===== config.mk =====
export PLATFORM = sky130hd
export DESIGN_NAME = dp_phy_adapter_top
export DESIGN_NICKNAME = d
export VERILOG_FILES = /design/src/rtl/dp_link_pkg.sv /design/src/rtl/dp_sys_pkg.sv /design/src/rtl/dp_rst_if.sv /design/src/rtl/dp_heartbeat.sv /design/src/rtl/dp_phy_adapter_top.sv /design/src/rtl/dp_pio_regs.sv /design/src/rtl/dp_rst_gen.sv /design/src/rtl/dp_rx_lane_map.sv /design/src/rtl/dp_tx_lane_map.sv
export SDC_FILE = /design/constraint.sdc
export NUM_CORES = 1
export LEC_CHECK = 0
export ABC_CLOCK_PERIOD_IN_PS = 2180
export BUFFER_PORTS_ARGS = -buffer_cell sky130_fd_sc_hd__buf_4
export CORE_AREA = 2 2 388 390
export CTS_BUF_LIST = sky130_fd_sc_hd__clkbuf_4 sky130_fd_sc_hd__clkbuf_8 sky130_fd_sc_hd__clkbuf_16
export DETAILED_ROUTE_END_ITERATION = 10
export DIE_AREA = 0 0 390 392
export SYNTH_ARGS = -nofsm -noshare
export SYNTH_HDL_FRONTEND = slang
export SYNTH_SLANG_ARGS = --single-unit

===== constraint.sdc =====
create_clock -name sys_clk_i -period 2.18 [get_ports sys_clk_i]
set_clock_uncertainty 0.15 [all_clocks]
set_input_delay 0.218 -clock sys_clk_i [delete_from_list [all_inputs] [get_ports sys_clk_i]]
set_output_delay 0.218 -clock sys_clk_i [all_outputs]
set_load 0.03 [all_outputs]

===== src/rtl/dp_link_pkg.sv =====
// Link geometry, symbol types, PHY word types and lane swap tables
package dp_link_pkg;

    localparam int P_LANES = 4;             // DP lanes
    localparam int P_SPL   = 4;             // Symbols per lane per word
    localparam int P_SYMS  = P_LANES * P_SPL;

    // PHY channel word layout
    localparam int P_PHY_W        = 80;
    localparam int P_SYM_W        = 9;      // Data plus K
    localparam int P_SYM_PITCH    = 10;     // One pad bit per slot
    localparam int P_DISP_CTL_LSB = 40;
    localparam int P_DISP_VAL_LSB = 44;

    // Transmit symbol from the DPTX core
    typedef struct packed {
        logic       disp_ctl;               // 0 automatic, 1 force
        logic       disp_val;               // 0 negative, 1 positive
        logic       k;
        logic [7:0] dat;
    } tx_sym_t;

    // Receive symbol to the DPRX core
    typedef struct packed {
        logic       k;
        logic [7:0] dat;
    } rx_sym_t;

    typedef logic [P_PHY_W-1:0] phy_word_t;

    // Lane-major, index is lane * P_SPL + symbol
    typedef tx_sym_t   [P_SYMS-1:0]  tx_lnk_t;
    typedef rx_sym_t   [P_SYMS-1:0]  rx_lnk_t;
    typedef phy_word_t [P_LANES-1:0] phy_bus_t;    // By PHY channel

    typedef logic [1:0] ch_idx_t;

    // Board lane swap, entry [lane] gives the PHY channel
    localparam ch_idx_t [P_LANES-1:0] TX_CH_OF_LANE = {2'd3, 2'd2, 2'd0, 2'd1};
    localparam ch_idx_t [P_LANES-1:0] RX_CH_OF_LANE = {2'd1, 2'd0, 2'd2, 2'd3};

endpackage


===== src/rtl/dp_sys_pkg.sv =====
// System constants: PIO widths, PIO bit positions, PIO reset value, reset stretch width
package dp_sys_pkg;

    // PIO widths
    localparam int PIO_OUT_W = 8;
    localparam int PIO_IN_W  = 6;

    // PIO output bits
    localparam int PIO_CLK_SEL     = 0;     // Clock select
    localparam int PIO_DPTX_RST    = 1;
    localparam int PIO_DPRX_RST    = 2;
    localparam int PIO_PHY_ALL_RST = 3;     // Whole PHY
    localparam int PIO_PHY_TX_RST  = 4;
    localparam int PIO_PHY_RX_RST  = 5;

    // PIO input bits, 3 to 5 read zero
    localparam int PIO_PHY_CLK_LOCK = 0;
    localparam int PIO_VID_CLK_LOCK = 1;
    localparam int PIO_PHY_RDY      = 2;    // All channels ready

    // Cores and PHY held in reset, clock select low
    localparam logic [PIO_OUT_W-1:0] PIO_RST_VAL = 8'b0011_1110;

    // Reset stretch after lock
    localparam int RST_CNT_W = 10;
    localparam logic [RST_CNT_W-1:0] RST_CNT_MAX = '1;

endpackage


===== src/rtl/dp_rst_if.sv =====
// Reset control interface between the PIO block, the lane mappers and the top
`timescale 1ns/100ps

interface dp_rst_if;

    logic dptx_rst;
    logic dprx_rst;
    logic phy_all_rst;          // Both directions
    logic phy_tx_rst;
    logic phy_rx_rst;

    // Register side
    modport ctl (output dptx_rst, dprx_rst, phy_all_rst, phy_tx_rst, phy_rx_rst);

    // Lane mappers
    modport phy (input phy_all_rst, phy_tx_rst, phy_rx_rst);

    // Core resets brought out at the top
    modport core (input dptx_rst, dprx_rst);

endinterface


===== src/rtl/dp_heartbeat.sv =====
// Heartbeat toggle counter advancing on an enable
`timescale 1ns/100ps

module dp_heartbeat
#(
    parameter int P_BEAT = 25_000_000       // Enables per toggle
)
(
    input  logic sys_clk_i,
    input  logic rst_i,
    input  logic en_i,
    output logic led_o
);

    localparam int CNT_W = (P_BEAT > 1) ? $clog2(P_BEAT) : 1;

    logic [CNT_W-1:0] beat_cnt;
    logic             led;

    always_ff @(posedge sys_clk_i)
    begin
        if (rst_i)
        begin
            beat_cnt <= '0;
            led      <= 1'b0;
        end
        else if (en_i)
        begin
            if (beat_cnt == CNT_W'(P_BEAT - 1))
            begin
                beat_cnt <= '0;
                led      <= ~led;
            end
            else
                beat_cnt <= beat_cnt + 1'b1;
        end
    end

    assign led_o = led;

endmodule


===== src/rtl/dp_phy_adapter_top.sv =====
// Top level of the PHY adapter with reset, PIO, lane mappers and heartbeat LEDs
`timescale 1ns/100ps

module dp_phy_adapter_top
    import dp_sys_pkg::*;
    import dp_link_pkg::*;
#(
    parameter int P_SYS_BEAT = 25_000_000,  // System cycles per toggle
    parameter int P_LNK_BEAT = 67_500_000   // Link words per toggle
)
(
    input  logic                 sys_clk_i,
    input  logic                 rst_i,
    input  logic                 pll_lock_i,

    // PIO
    input  logic                 pio_wr_i,
    input  logic [PIO_OUT_W-1:0] pio_dat_i,
    input  logic                 phy_clk_lock_i,
    input  logic                 vid_clk_lock_i,
    input  logic [3:0]           phy_rdy_i,
    output logic [PIO_IN_W-1:0]  pio_dat_o,
    output logic                 clk_sel_o,
    output logic                 dptx_rst_o,
    output logic                 dprx_rst_o,

    // Transmit link
    input  tx_lnk_t              lnk_tx_dat_i,
    input  logic                 lnk_tx_vld_i,
    output phy_bus_t             phy_tx_dat_o,
    output logic                 phy_tx_vld_o,

    // Receive link
    input  phy_bus_t             phy_rx_dat_i,
    input  logic                 phy_rx_vld_i,
    output rx_lnk_t              lnk_rx_dat_o,
    output logic                 lnk_rx_vld_o,

    output logic [7:0]           led_o
);

    logic sys_rst;
    logic led_sys_hb;
    logic led_tx_hb;
    logic led_rx_hb;

    dp_rst_if rst_if ();

    dp_rst_gen u_rst_gen
    (
        .sys_clk_i  (sys_clk_i),
        .rst_i      (rst_i),
        .pll_lock_i (pll_lock_i),
        .sys_rst_o  (sys_rst)
    );

    dp_pio_regs u_pio_regs
    (
        .sys_clk_i      (sys_clk_i),
        .rst_i          (sys_rst),
        .pio_wr_i       (pio_wr_i),
        .pio_dat_i      (pio_dat_i),
        .phy_clk_lock_i (phy_clk_lock_i),
        .vid_clk_lock_i (vid_clk_lock_i),
        .phy_rdy_i      (phy_rdy_i),
        .pio_dat_o      (pio_dat_o),
        .clk_sel_o      (clk_sel_o),
        .rst_if         (rst_if)
    );

    assign dptx_rst_o = rst_if.dptx_rst;    // Core resets go off chip
    assign dprx_rst_o = rst_if.dprx_rst;

    dp_tx_lane_map u_tx_lane_map
    (
        .sys_clk_i    (sys_clk_i),
        .rst_i        (sys_rst),
        .rst_if       (rst_if),
        .lnk_tx_dat_i (lnk_tx_dat_i),
        .lnk_tx_vld_i (lnk_tx_vld_i),
        .phy_tx_dat_o (phy_tx_dat_o),
        .phy_tx_vld_o (phy_tx_vld_o)
    );

    dp_rx_lane_map u_rx_lane_map
    (
        .sys_clk_i    (sys_clk_i),
        .rst_i        (sys_rst),
        .rst_if       (rst_if),
        .phy_rx_dat_i (phy_rx_dat_i),
        .phy_rx_vld_i (phy_rx_vld_i),
        .lnk_rx_dat_o (lnk_rx_dat_o),
        .lnk_rx_vld_o (lnk_rx_vld_o)
    );

    // Counts every system cycle
    dp_heartbeat #(.P_BEAT (P_SYS_BEAT)) u_sys_hb
    (
        .sys_clk_i (sys_clk_i),
        .rst_i     (sys_rst),
        .en_i      (1'b1),
        .led_o     (led_sys_hb)
    );

    dp_heartbeat #(.P_BEAT (P_LNK_BEAT)) u_tx_hb
    (
        .sys_clk_i (sys_clk_i),
        .rst_i     (sys_rst),
        .en_i      (phy_tx_vld_o),          // Words sent to the PHY
        .led_o     (led_tx_hb)
    );

    dp_heartbeat #(.P_BEAT (P_LNK_BEAT)) u_rx_hb
    (
        .sys_clk_i (sys_clk_i),
        .rst_i     (sys_rst),
        .en_i      (lnk_rx_vld_o),          // Words handed to the link
        .led_o     (led_rx_hb)
    );

    // LEDs 3 to 7 unused
    assign led_o = {5'b0_0000, led_rx_hb, led_tx_hb, led_sys_hb};

endmodule


===== src/rtl/dp_pio_regs.sv =====
// PIO control register and status readback for clock select and reset controls
`timescale 1ns/100ps

module dp_pio_regs
    import dp_sys_pkg::*;
(
    input  logic                 sys_clk_i,
    input  logic                 rst_i,
    input  logic                 pio_wr_i,          // Single-cycle strobe
    input  logic [PIO_OUT_W-1:0] pio_dat_i,
    input  logic                 phy_clk_lock_i,
    input  logic                 vid_clk_lock_i,
    input  logic [3:0]           phy_rdy_i,         // Per PHY channel
    output logic [PIO_IN_W-1:0]  pio_dat_o,
    output logic                 clk_sel_o,
    dp_rst_if.ctl                rst_if
);

    logic [PIO_OUT_W-1:0] pio_out;
    logic [PIO_IN_W-1:0]  sts_nxt;
    logic [PIO_IN_W-1:0]  pio_sts;

    // Control register
    always_ff @(posedge sys_clk_i)
    begin
        if (rst_i)
            pio_out <= PIO_RST_VAL;
        else if (pio_wr_i)
            pio_out <= pio_dat_i;
    end

    // Status bits
    always_comb
    begin
        sts_nxt                   = '0;
        sts_nxt[PIO_PHY_CLK_LOCK] = phy_clk_lock_i;
        sts_nxt[PIO_VID_CLK_LOCK] = vid_clk_lock_i;
        sts_nxt[PIO_PHY_RDY]      = &phy_rdy_i;      // All four channels
    end

    always_ff @(posedge sys_clk_i)
    begin
        pio_sts <= sts_nxt;
    end

    assign pio_dat_o = pio_sts;

    // Output bit decode
    assign clk_sel_o          = pio_out[PIO_CLK_SEL];
    assign rst_if.dptx_rst    = pio_out[PIO_DPTX_RST];
    assign rst_if.dprx_rst    = pio_out[PIO_DPRX_RST];
    assign rst_if.phy_all_rst = pio_out[PIO_PHY_ALL_RST];
    assign rst_if.phy_tx_rst  = pio_out[PIO_PHY_TX_RST];
    assign rst_if.phy_rx_rst  = pio_out[PIO_PHY_RX_RST];

endmodule


===== src/rtl/dp_rst_gen.sv =====
// Reset stretcher that releases the system reset once PLL lock has been stable
`timescale 1ns/100ps

module dp_rst_gen
    import dp_sys_pkg::*;
(
    input  logic sys_clk_i,
    input  logic rst_i,
    input  logic pll_lock_i,
    output logic sys_rst_o
);

    logic [RST_CNT_W-1:0] rst_cnt;
    logic                 sys_rst;

    always_ff @(posedge sys_clk_i)
    begin
        if (rst_i || !pll_lock_i)
        begin
            rst_cnt <= '0;
            sys_rst <= 1'b1;
        end
        else
        begin
            if (rst_cnt != RST_CNT_MAX)
                rst_cnt <= rst_cnt + 1'b1;          // Saturates at the top

            // Falls on the edge the counter saturates
            sys_rst <= (rst_cnt < RST_CNT_MAX - 1'b1);
        end
    end

    assign sys_rst_o = sys_rst;

    // Lock loss puts the design back in reset at once
    a_lock_loss: assert property (@(posedge sys_clk_i) !pll_lock_i |=> sys_rst_o);

endmodule


===== src/rtl/dp_rx_lane_map.sv =====
// Receive lane mapper unpacking PHY channel words into DPRX symbols with the lane swap
`timescale 1ns/100ps

module dp_rx_lane_map
    import dp_link_pkg::*;
(
    input  logic     sys_clk_i,
    input  logic     rst_i,
    dp_rst_if.phy    rst_if,
    input  phy_bus_t phy_rx_dat_i,
    input  logic     phy_rx_vld_i,
    output rx_lnk_t  lnk_rx_dat_o,
    output logic     lnk_rx_vld_o
);

    logic    eff_rst;
    rx_lnk_t rx_unpack;
    rx_lnk_t rx_dat;
    logic    rx_vld;

    assign eff_rst = rst_i | rst_if.phy_rx_rst | rst_if.phy_all_rst;

    // Only the symbol slots are taken, disparity and pad fields dropped
    always_comb
    begin
        for (int lane = 0; lane < P_LANES; lane++)
        begin
            for (int s = 0; s < P_SPL; s++)
                rx_unpack[lane*P_SPL + s] =
                    phy_rx_dat_i[RX_CH_OF_LANE[lane]][s*P_SYM_PITCH +: P_SYM_W];
        end
    end

    always_ff @(posedge sys_clk_i)
    begin
        if (eff_rst)
        begin
            rx_vld <= 1'b0;
            rx_dat <= '0;
        end
        else
        begin
            rx_vld <= phy_rx_vld_i;
            if (phy_rx_vld_i)
                rx_dat <= rx_unpack;
        end
    end

    assign lnk_rx_dat_o = rx_dat;
    assign lnk_rx_vld_o = rx_vld;

    a_rx_hold: assert property (@(posedge sys_clk_i) eff_rst |=> !lnk_rx_vld_o);

endmodule


===== src/rtl/dp_tx_lane_map.sv =====
// Transmit lane mapper packing DPTX symbols into PHY channel words with the lane swap
`timescale 1ns/100ps

module dp_tx_lane_map
    import dp_link_pkg::*;
(
    input  logic     sys_clk_i,
    input  logic     rst_i,
    dp_rst_if.phy    rst_if,
    input  tx_lnk_t  lnk_tx_dat_i,
    input  logic     lnk_tx_vld_i,
    output phy_bus_t phy_tx_dat_o,
    output logic     phy_tx_vld_o
);

    logic     eff_rst;
    phy_bus_t tx_pack;
    phy_bus_t tx_dat;
    logic     tx_vld;

    assign eff_rst = rst_i | rst_if.phy_tx_rst | rst_if.phy_all_rst;

    // Pad bits and the upper 32 bits stay zero
    always_comb
    begin
        tx_pack = '0;
        for (int lane = 0; lane < P_LANES; lane++)
        begin
            for (int s = 0; s < P_SPL; s++)
            begin
                tx_pack[TX_CH_OF_LANE[lane]][s*P_SYM_PITCH +: P_SYM_W] =
                    {lnk_tx_dat_i[lane*P_SPL + s].k, lnk_tx_dat_i[lane*P_SPL + s].dat};
                tx_pack[TX_CH_OF_LANE[lane]][P_DISP_VAL_LSB + s] =
                    lnk_tx_dat_i[lane*P_SPL + s].disp_val;
                tx_pack[TX_CH_OF_LANE[lane]][P_DISP_CTL_LSB + s] =
                    lnk_tx_dat_i[lane*P_SPL + s].disp_ctl;
            end
        end
    end

    // Output stage
    always_ff @(posedge sys_clk_i)
    begin
        if (eff_rst)
        begin
            tx_vld <= 1'b0;
            tx_dat <= '0;
        end
        else
        begin
            tx_vld <= lnk_tx_vld_i;
            if (lnk_tx_vld_i)
                tx_dat <= tx_pack;                  // Holds between words
        end
    end

    assign phy_tx_dat_o = tx_dat;
    assign phy_tx_vld_o = tx_vld;

    // A PIO reset bit must silence the PHY side
    a_tx_hold: assert property (@(posedge sys_clk_i) eff_rst |=> !phy_tx_vld_o);

endmodule


======== Word-level counts from Yosys, hierarchy flattened ========
Cells that the tools add are included.
storage, ports and cells
  output and inout bits ................... 483
  flip-flop bits (word level) ............. 424
  input port bits ......................... 516
cells by class
  add/sub/neg operators ................... 4
  magnitude comparators ................... 1
  reduce and logical (&&, ||, !) cells .... 6
  bitwise logic cells ..................... 7
  eq/ne operators ......................... 4
  mux-type cells .......................... 2
operator list
  kind                                           number
  adder 27 x 1 -> 27 bit, second input constant  2
  equality test 27 bit, second input constant    2
  two-way mux 27 bit                             2
  adder 25 x 1 -> 25 bit, second input constant  1
  equality test 25 bit, second input constant    1
  adder 10 x 1 -> 10 bit, second input constant  1
  < comparator 10 bit, second input constant     1
  inequality test 10 bit, second input constant  1
  OR 1 bit                                       4
  AND reduction 2 bit                            2
  AND reduction 4 bit                            1
  NOT 1 bit                                      3
  OR reduction 2 bit                             1
  logical NOT 1 bit                              1
  logical OR 1 bit                               1

======== Logic depth before layout (Yosys ltp) ========
  word-level depth ........................ 2
  mapped depth ............................ 7
  depth with buffers taken out ............ 5

======== Modules after synthesis ========
Synthesis repeated with hierarchy kept, for this count alone.
second synthesis, totals
  cells, all modules ...................... 1,758
  area total of the unflattened synthesis .. 17,391.7 um^2
modules (own cells, without submodules)
  module                       times used  seq. area each (um^2)  cells each  area each (um^2)
  dp_tx_lane_map               1           3,543.4                717         7,355.8
  dp_rx_lane_map               1           2,902.8                468         5,089.9
  dp_heartbeat at u_rx_hb ...  2           560.5                  167         1,391.3
  dp_heartbeat at u_sys_hb     1           520.5                  143         1,216.2
  dp_rst_gen                   1           220.2                  59          553.0
  dp_pio_regs                  1           180.2                  27          326.6
  dp_phy_adapter_top           1           0.0                    10          67.6

======== Worst setup path before layout ========
Ideal clock, no wire load.
  path type ............................... register to register
  start ................................... register u_tx_lane_map.tx_vld (netlist: u_tx_lane_map.phy_tx_vld_o)
  end ..................................... register u_tx_hb.beat_cnt[21]
  path slack .............................. -0.032 ns
  required time ........................... 1.960 ns
  stages on the path, launching flop included .. 7
  library setup time ...................... 0.070 ns
  path buffers ............................ 2
  period minus slack after synthesis ...... 2.212 ns
  arrival time ............................ 1.992 ns
  path through ............................ dfxtp_1 -> buf_2 -> nand4_1 -> or4_4 -> buf_2 -> or3_1 -> a21oi_1
RTL lines
  item                      RTL line              RTL
  start: declaration        dp_tx_lane_map.sv:19  logic tx_vld;
  start signal: assignment  dp_tx_lane_map.sv:51  tx_vld <= lnk_tx_vld_i;
  end signal: assignment    dp_heartbeat.sv:35    beat_cnt <= beat_cnt + 1'b1;
  end: declaration          dp_heartbeat.sv:17    logic [CNT_W-1:0] beat_cnt;

======== Worst setup path after layout ========
  start ................................... register u_sys_hb.beat_cnt[0]
  end ..................................... register u_sys_hb.beat_cnt[24]
on the way
  word-level cells in the longest chain between the ends .. 2
RTL lines
  item                                                                            RTL line
  start: declaration                                                              dp_heartbeat.sv:17
  start signal: assignment                                                        dp_heartbeat.sv:35
  parallel branches: the longest is 2 deep, another holds adder 25 x 1 -> 25 bit  --
Parallel ways; which one is timed is not known.
A chain may end at the register's enable or synchronous reset.

==> reports/metrics.csv <==
stage,metric,value,unit
logic_synthesis,top-count cell post-synth,dfxtp_1,
route,Antenna Nets Post-Route,0,
die,Core Area,148900,µm²
timing,Hold Worst Slack,0.08539,ns
route,final wirelength,74560,µm
grt,initial antenna violation count,46,
timing,Rel. slew slack,64.39,%
clocking,worst-skew pair later-pin latency,0.63,ns
worst_hold_path,Hold Path Class,input pin to flip-flop,
grt,first-pass GRT wire length,104900,µm
placement,routability cong.,0.8242,
logic_synthesis,Synth warnings,0,
setup_path,Crit path max-delay family,simple AND/OR/NAND/NOR gates,
route,Routed WL per cell,15.43,µm
clocking,Longest Clk Path Bufs,3,
timing,Tcrit/Tclk final,96.38,%
logic_synthesis,Post-synth top flop,dfxtp_1,
grt,largest net degree at the start of global routing,51,
route,1st-iter DRT viols,679,
clocking,Root Driver,clkbuf_16,
power_and_ir_drop,power density cells,633.2,nW/µm²
logic_synthesis,"top cells by area, synth","dfxtp_1, mux2i_1, nor2_1, buf_4, clkbuf_1",
setup_path,Worst Path Required,2.56,ns
setup_path,"Arr. time, crit path",2.48,ns
die,die width,390,µm
grt,All-Layer GR Usage,9.180,%
cells_and_area,P&R area growth vs syn,76.55,%
logic_synthesis,Syn Inst Count,1739,
setup_path,Worst Setup Start Kind,flip-flop,
die,FP Rows,142,
timing,Final TNS setup,0,ns
timing,Max Slew Vio Count,0,
logic_synthesis,Post-synth top cells,"dfxtp_1, nor2_1, mux2i_1",
setup_path,Max stage delay on crit path,0.62,ns
setup_path,CP Cell Sequence,ha_2 -> nand4_1 -> or4_4 -> or4_4 -> a21oi_1,
logic_synthesis,Mean Syn Cell Area,9.806,µm²
placement,Port Buf Inserts,668,
logic_synthesis,synthesized cell area,17050,µm²
setup_path,CP bufs+invs,0,
die,I/O pin count,999,
setup_path,crit-path max FO,7,
cells_and_area,final instance area,30110,µm²
cells_and_area,final design utilization,20.22,%
clocking,clk slew on worst S/H paths,0.06,ns
route,iteration count of the initial detailed-routing pass,5,
setup_path,slowest CP cell,or4_4,
die,Die Ht,392,µm
setup_path,WS Path Type,flip-flop to flip-flop,
power_and_ir_drop,Design Power,0.01906,W
logic_synthesis,share of the synthesized area in the top cell type,49.78,%
die,die area,152900,µm²
timing,fmax,476.0,MHz
route,Vias/cell,3.373,
setup_path,Worst setup EP type,flip-flop,
logic_synthesis,Post-synth ARST share,0,%
logic_synthesis,Post-synth EDFFs,0,
timing,"Hold Vio Cnt, Final",0,
grt,aggregate global routing overflow,0,
power_and_ir_drop,worst vdd ir,610.1,µV
placement,post-DP HPWL,56730,µm
logic_synthesis,#FFs+latches synth,424,
route,DRC Markers,0,
clocking,Inserted Clock Buffers,52,
die,Initial Util,11.45,%
power_and_ir_drop,Pleak,12.77,nW
placement,placed standard-cell area,24260,µm²
outcome,status,completed,
grt,vias in the first global route,15937,
timing,worst slew pin tran,0.5269,ns
clocking,H-tree depth,2,
logic_synthesis,Yosys top cell by area,dfxtp_1,
timing,Finish-stage setup viols,0,
route,via count,16293,
logic_synthesis,post-synthesis sequential area ratio,49.78,%
cells_and_area,fraction of layout cells with a size suffix above 1,30.07,%
clocking,CTS Sinks,424,
cells_and_area,# nets final,3350,
timing,minimum period implied by the final worst setup slack,2.101,ns
job,number of max-cap violations,0,
clocking,CTS tree,done,
logic_synthesis,library cells used by synthesis,51,
setup_path,CP most frequent cell,or4_4,
[metal layers]
layer	wire length (µm)	part of all wire, %	track usage (%)	vias to the layer above
li1	-	-	-	7858
met1	31190	42	11.36	7652
met2	34330	46	14.77	615
met3	6892	9.2	3.405	132
met4	1923	2.6	2.724	36
met5	222	0.30	0	-
[power by group]
part | switching (W) | leakage, nW | internal, W | total [W]
Clock | 0.00375 | 0.915 | 0.00550 | 0.00925
Sequential | 0.00000387 | 3.42 | 0.00775 | 0.00776
Combinational | 0.000954 | 8.43 | 0.00111 | 0.00206
Total | 0.00470 | 12.8 | 0.0144 | 0.0191
[placed cells by master, fill, tap and decap left out, types with 3 or more instances in the layout]
cell and n:
and3_1 7, nand2_1 44, mux2i_1 329, clkbuf_4 9, and2_1 3, diode_2 14
nand4_1 22, clkinvlp_4 3, nor4_1 9, nand3_1 32, a211oi_1 12, inv_1 12
or4_1 17, nor3_1 17, dfxtp_2 4, xnor2_1 24, nor2_1 362, clkbuf_8 7
clkbuf_16 52, o31ai_1 17, dlygate4sd3_1 392, clkinv_2 12, or4_4 5, a21oi_1 30
buf_12 12, dfxtp_1 419, a311oi_1 3, and4_1 13, xor2_1 15, o21ai_0 24
buf_4 730, inv_6 3, a31oi_1 6, or3_1 25, o211ai_1 3, bufinv_16 6
conb_1 152
[cell families after synthesis]
group	share of synthesized area, %
AND/OR/NAND/NOR	15.42
XOR/XNOR	2.003
AO/OA/AOI/OAI	3.801
adder cells (fa/ha/maj)	0.2935
flip-flops	49.78
buffers and inverters	9.377
multiplexers	19.31
other	0.02199
[flip-flops by register name, indices dropped and copies added (netlist names)]
name                        flops
u_tx_lane_map.phy_tx_dat_o    176
u_rx_lane_map.lnk_rx_dat_o    144
u_rx_hb.beat_cnt               27
u_tx_hb.beat_cnt               27
u_sys_hb.beat_cnt              25
u_rst_gen.rst_cnt              10
u_pio_regs.pio_out              6
u_pio_regs.pio_dat_o            3
u_rst_gen.sys_rst_o             1
u_rx_hb.led_o                   1
u_rx_lane_map.lnk_rx_vld_o      1
u_sys_hb.led_o                  1
u_tx_hb.led_o                   1
u_tx_lane_map.phy_tx_vld_o      1
[worst paths after layout]
kind	start	to	slack, ns	cells past startpoint
max	u_sys_hb.beat_cnt[0]	u_sys_hb.beat_cnt[24]	0.08	5
min	vid_clk_lock_i	u_pio_regs.pio_dat_o[1]	0.09	2
max reg2reg	u_sys_hb.beat_cnt[0]	u_sys_hb.beat_cnt[24]	0.08	5
min reg2reg	u_rx_hb.led_o	u_rx_hb.led_o	0.34	2
[cell type report]
class / count / area [µm²]
timing repair buffer: 1137 / 9686
clock buffer: 68 / 1465
tap: 1944 / 2432
inverter: 13 / 48.80
fill: 16123 / 118800
sequential: 424 / 8497
multi-input combinational: 1202 / 7565
antenna: 14 / 35.03
clock inverter: 29 / 377.9
[per-stage QoR]
step / cells / setup WS, ns
floorplan: 1890 / 0.06259
CTS: 4816 / 0.01959
global route: 4823 / -0.009512
global placement: 4327 / 0.06931
detailed placement: 4327 / 0.05640
finish: 4831 / 0.07894
[repair_timing]
action                                 CTS  global route
hold buffers                           392             0
setup endpoints to repair                0             8
gates resized for setup                  0            11
buffers inserted                         0             1
endpoints found under the hold margin  340             0
(Power assumes the default switching activity.)
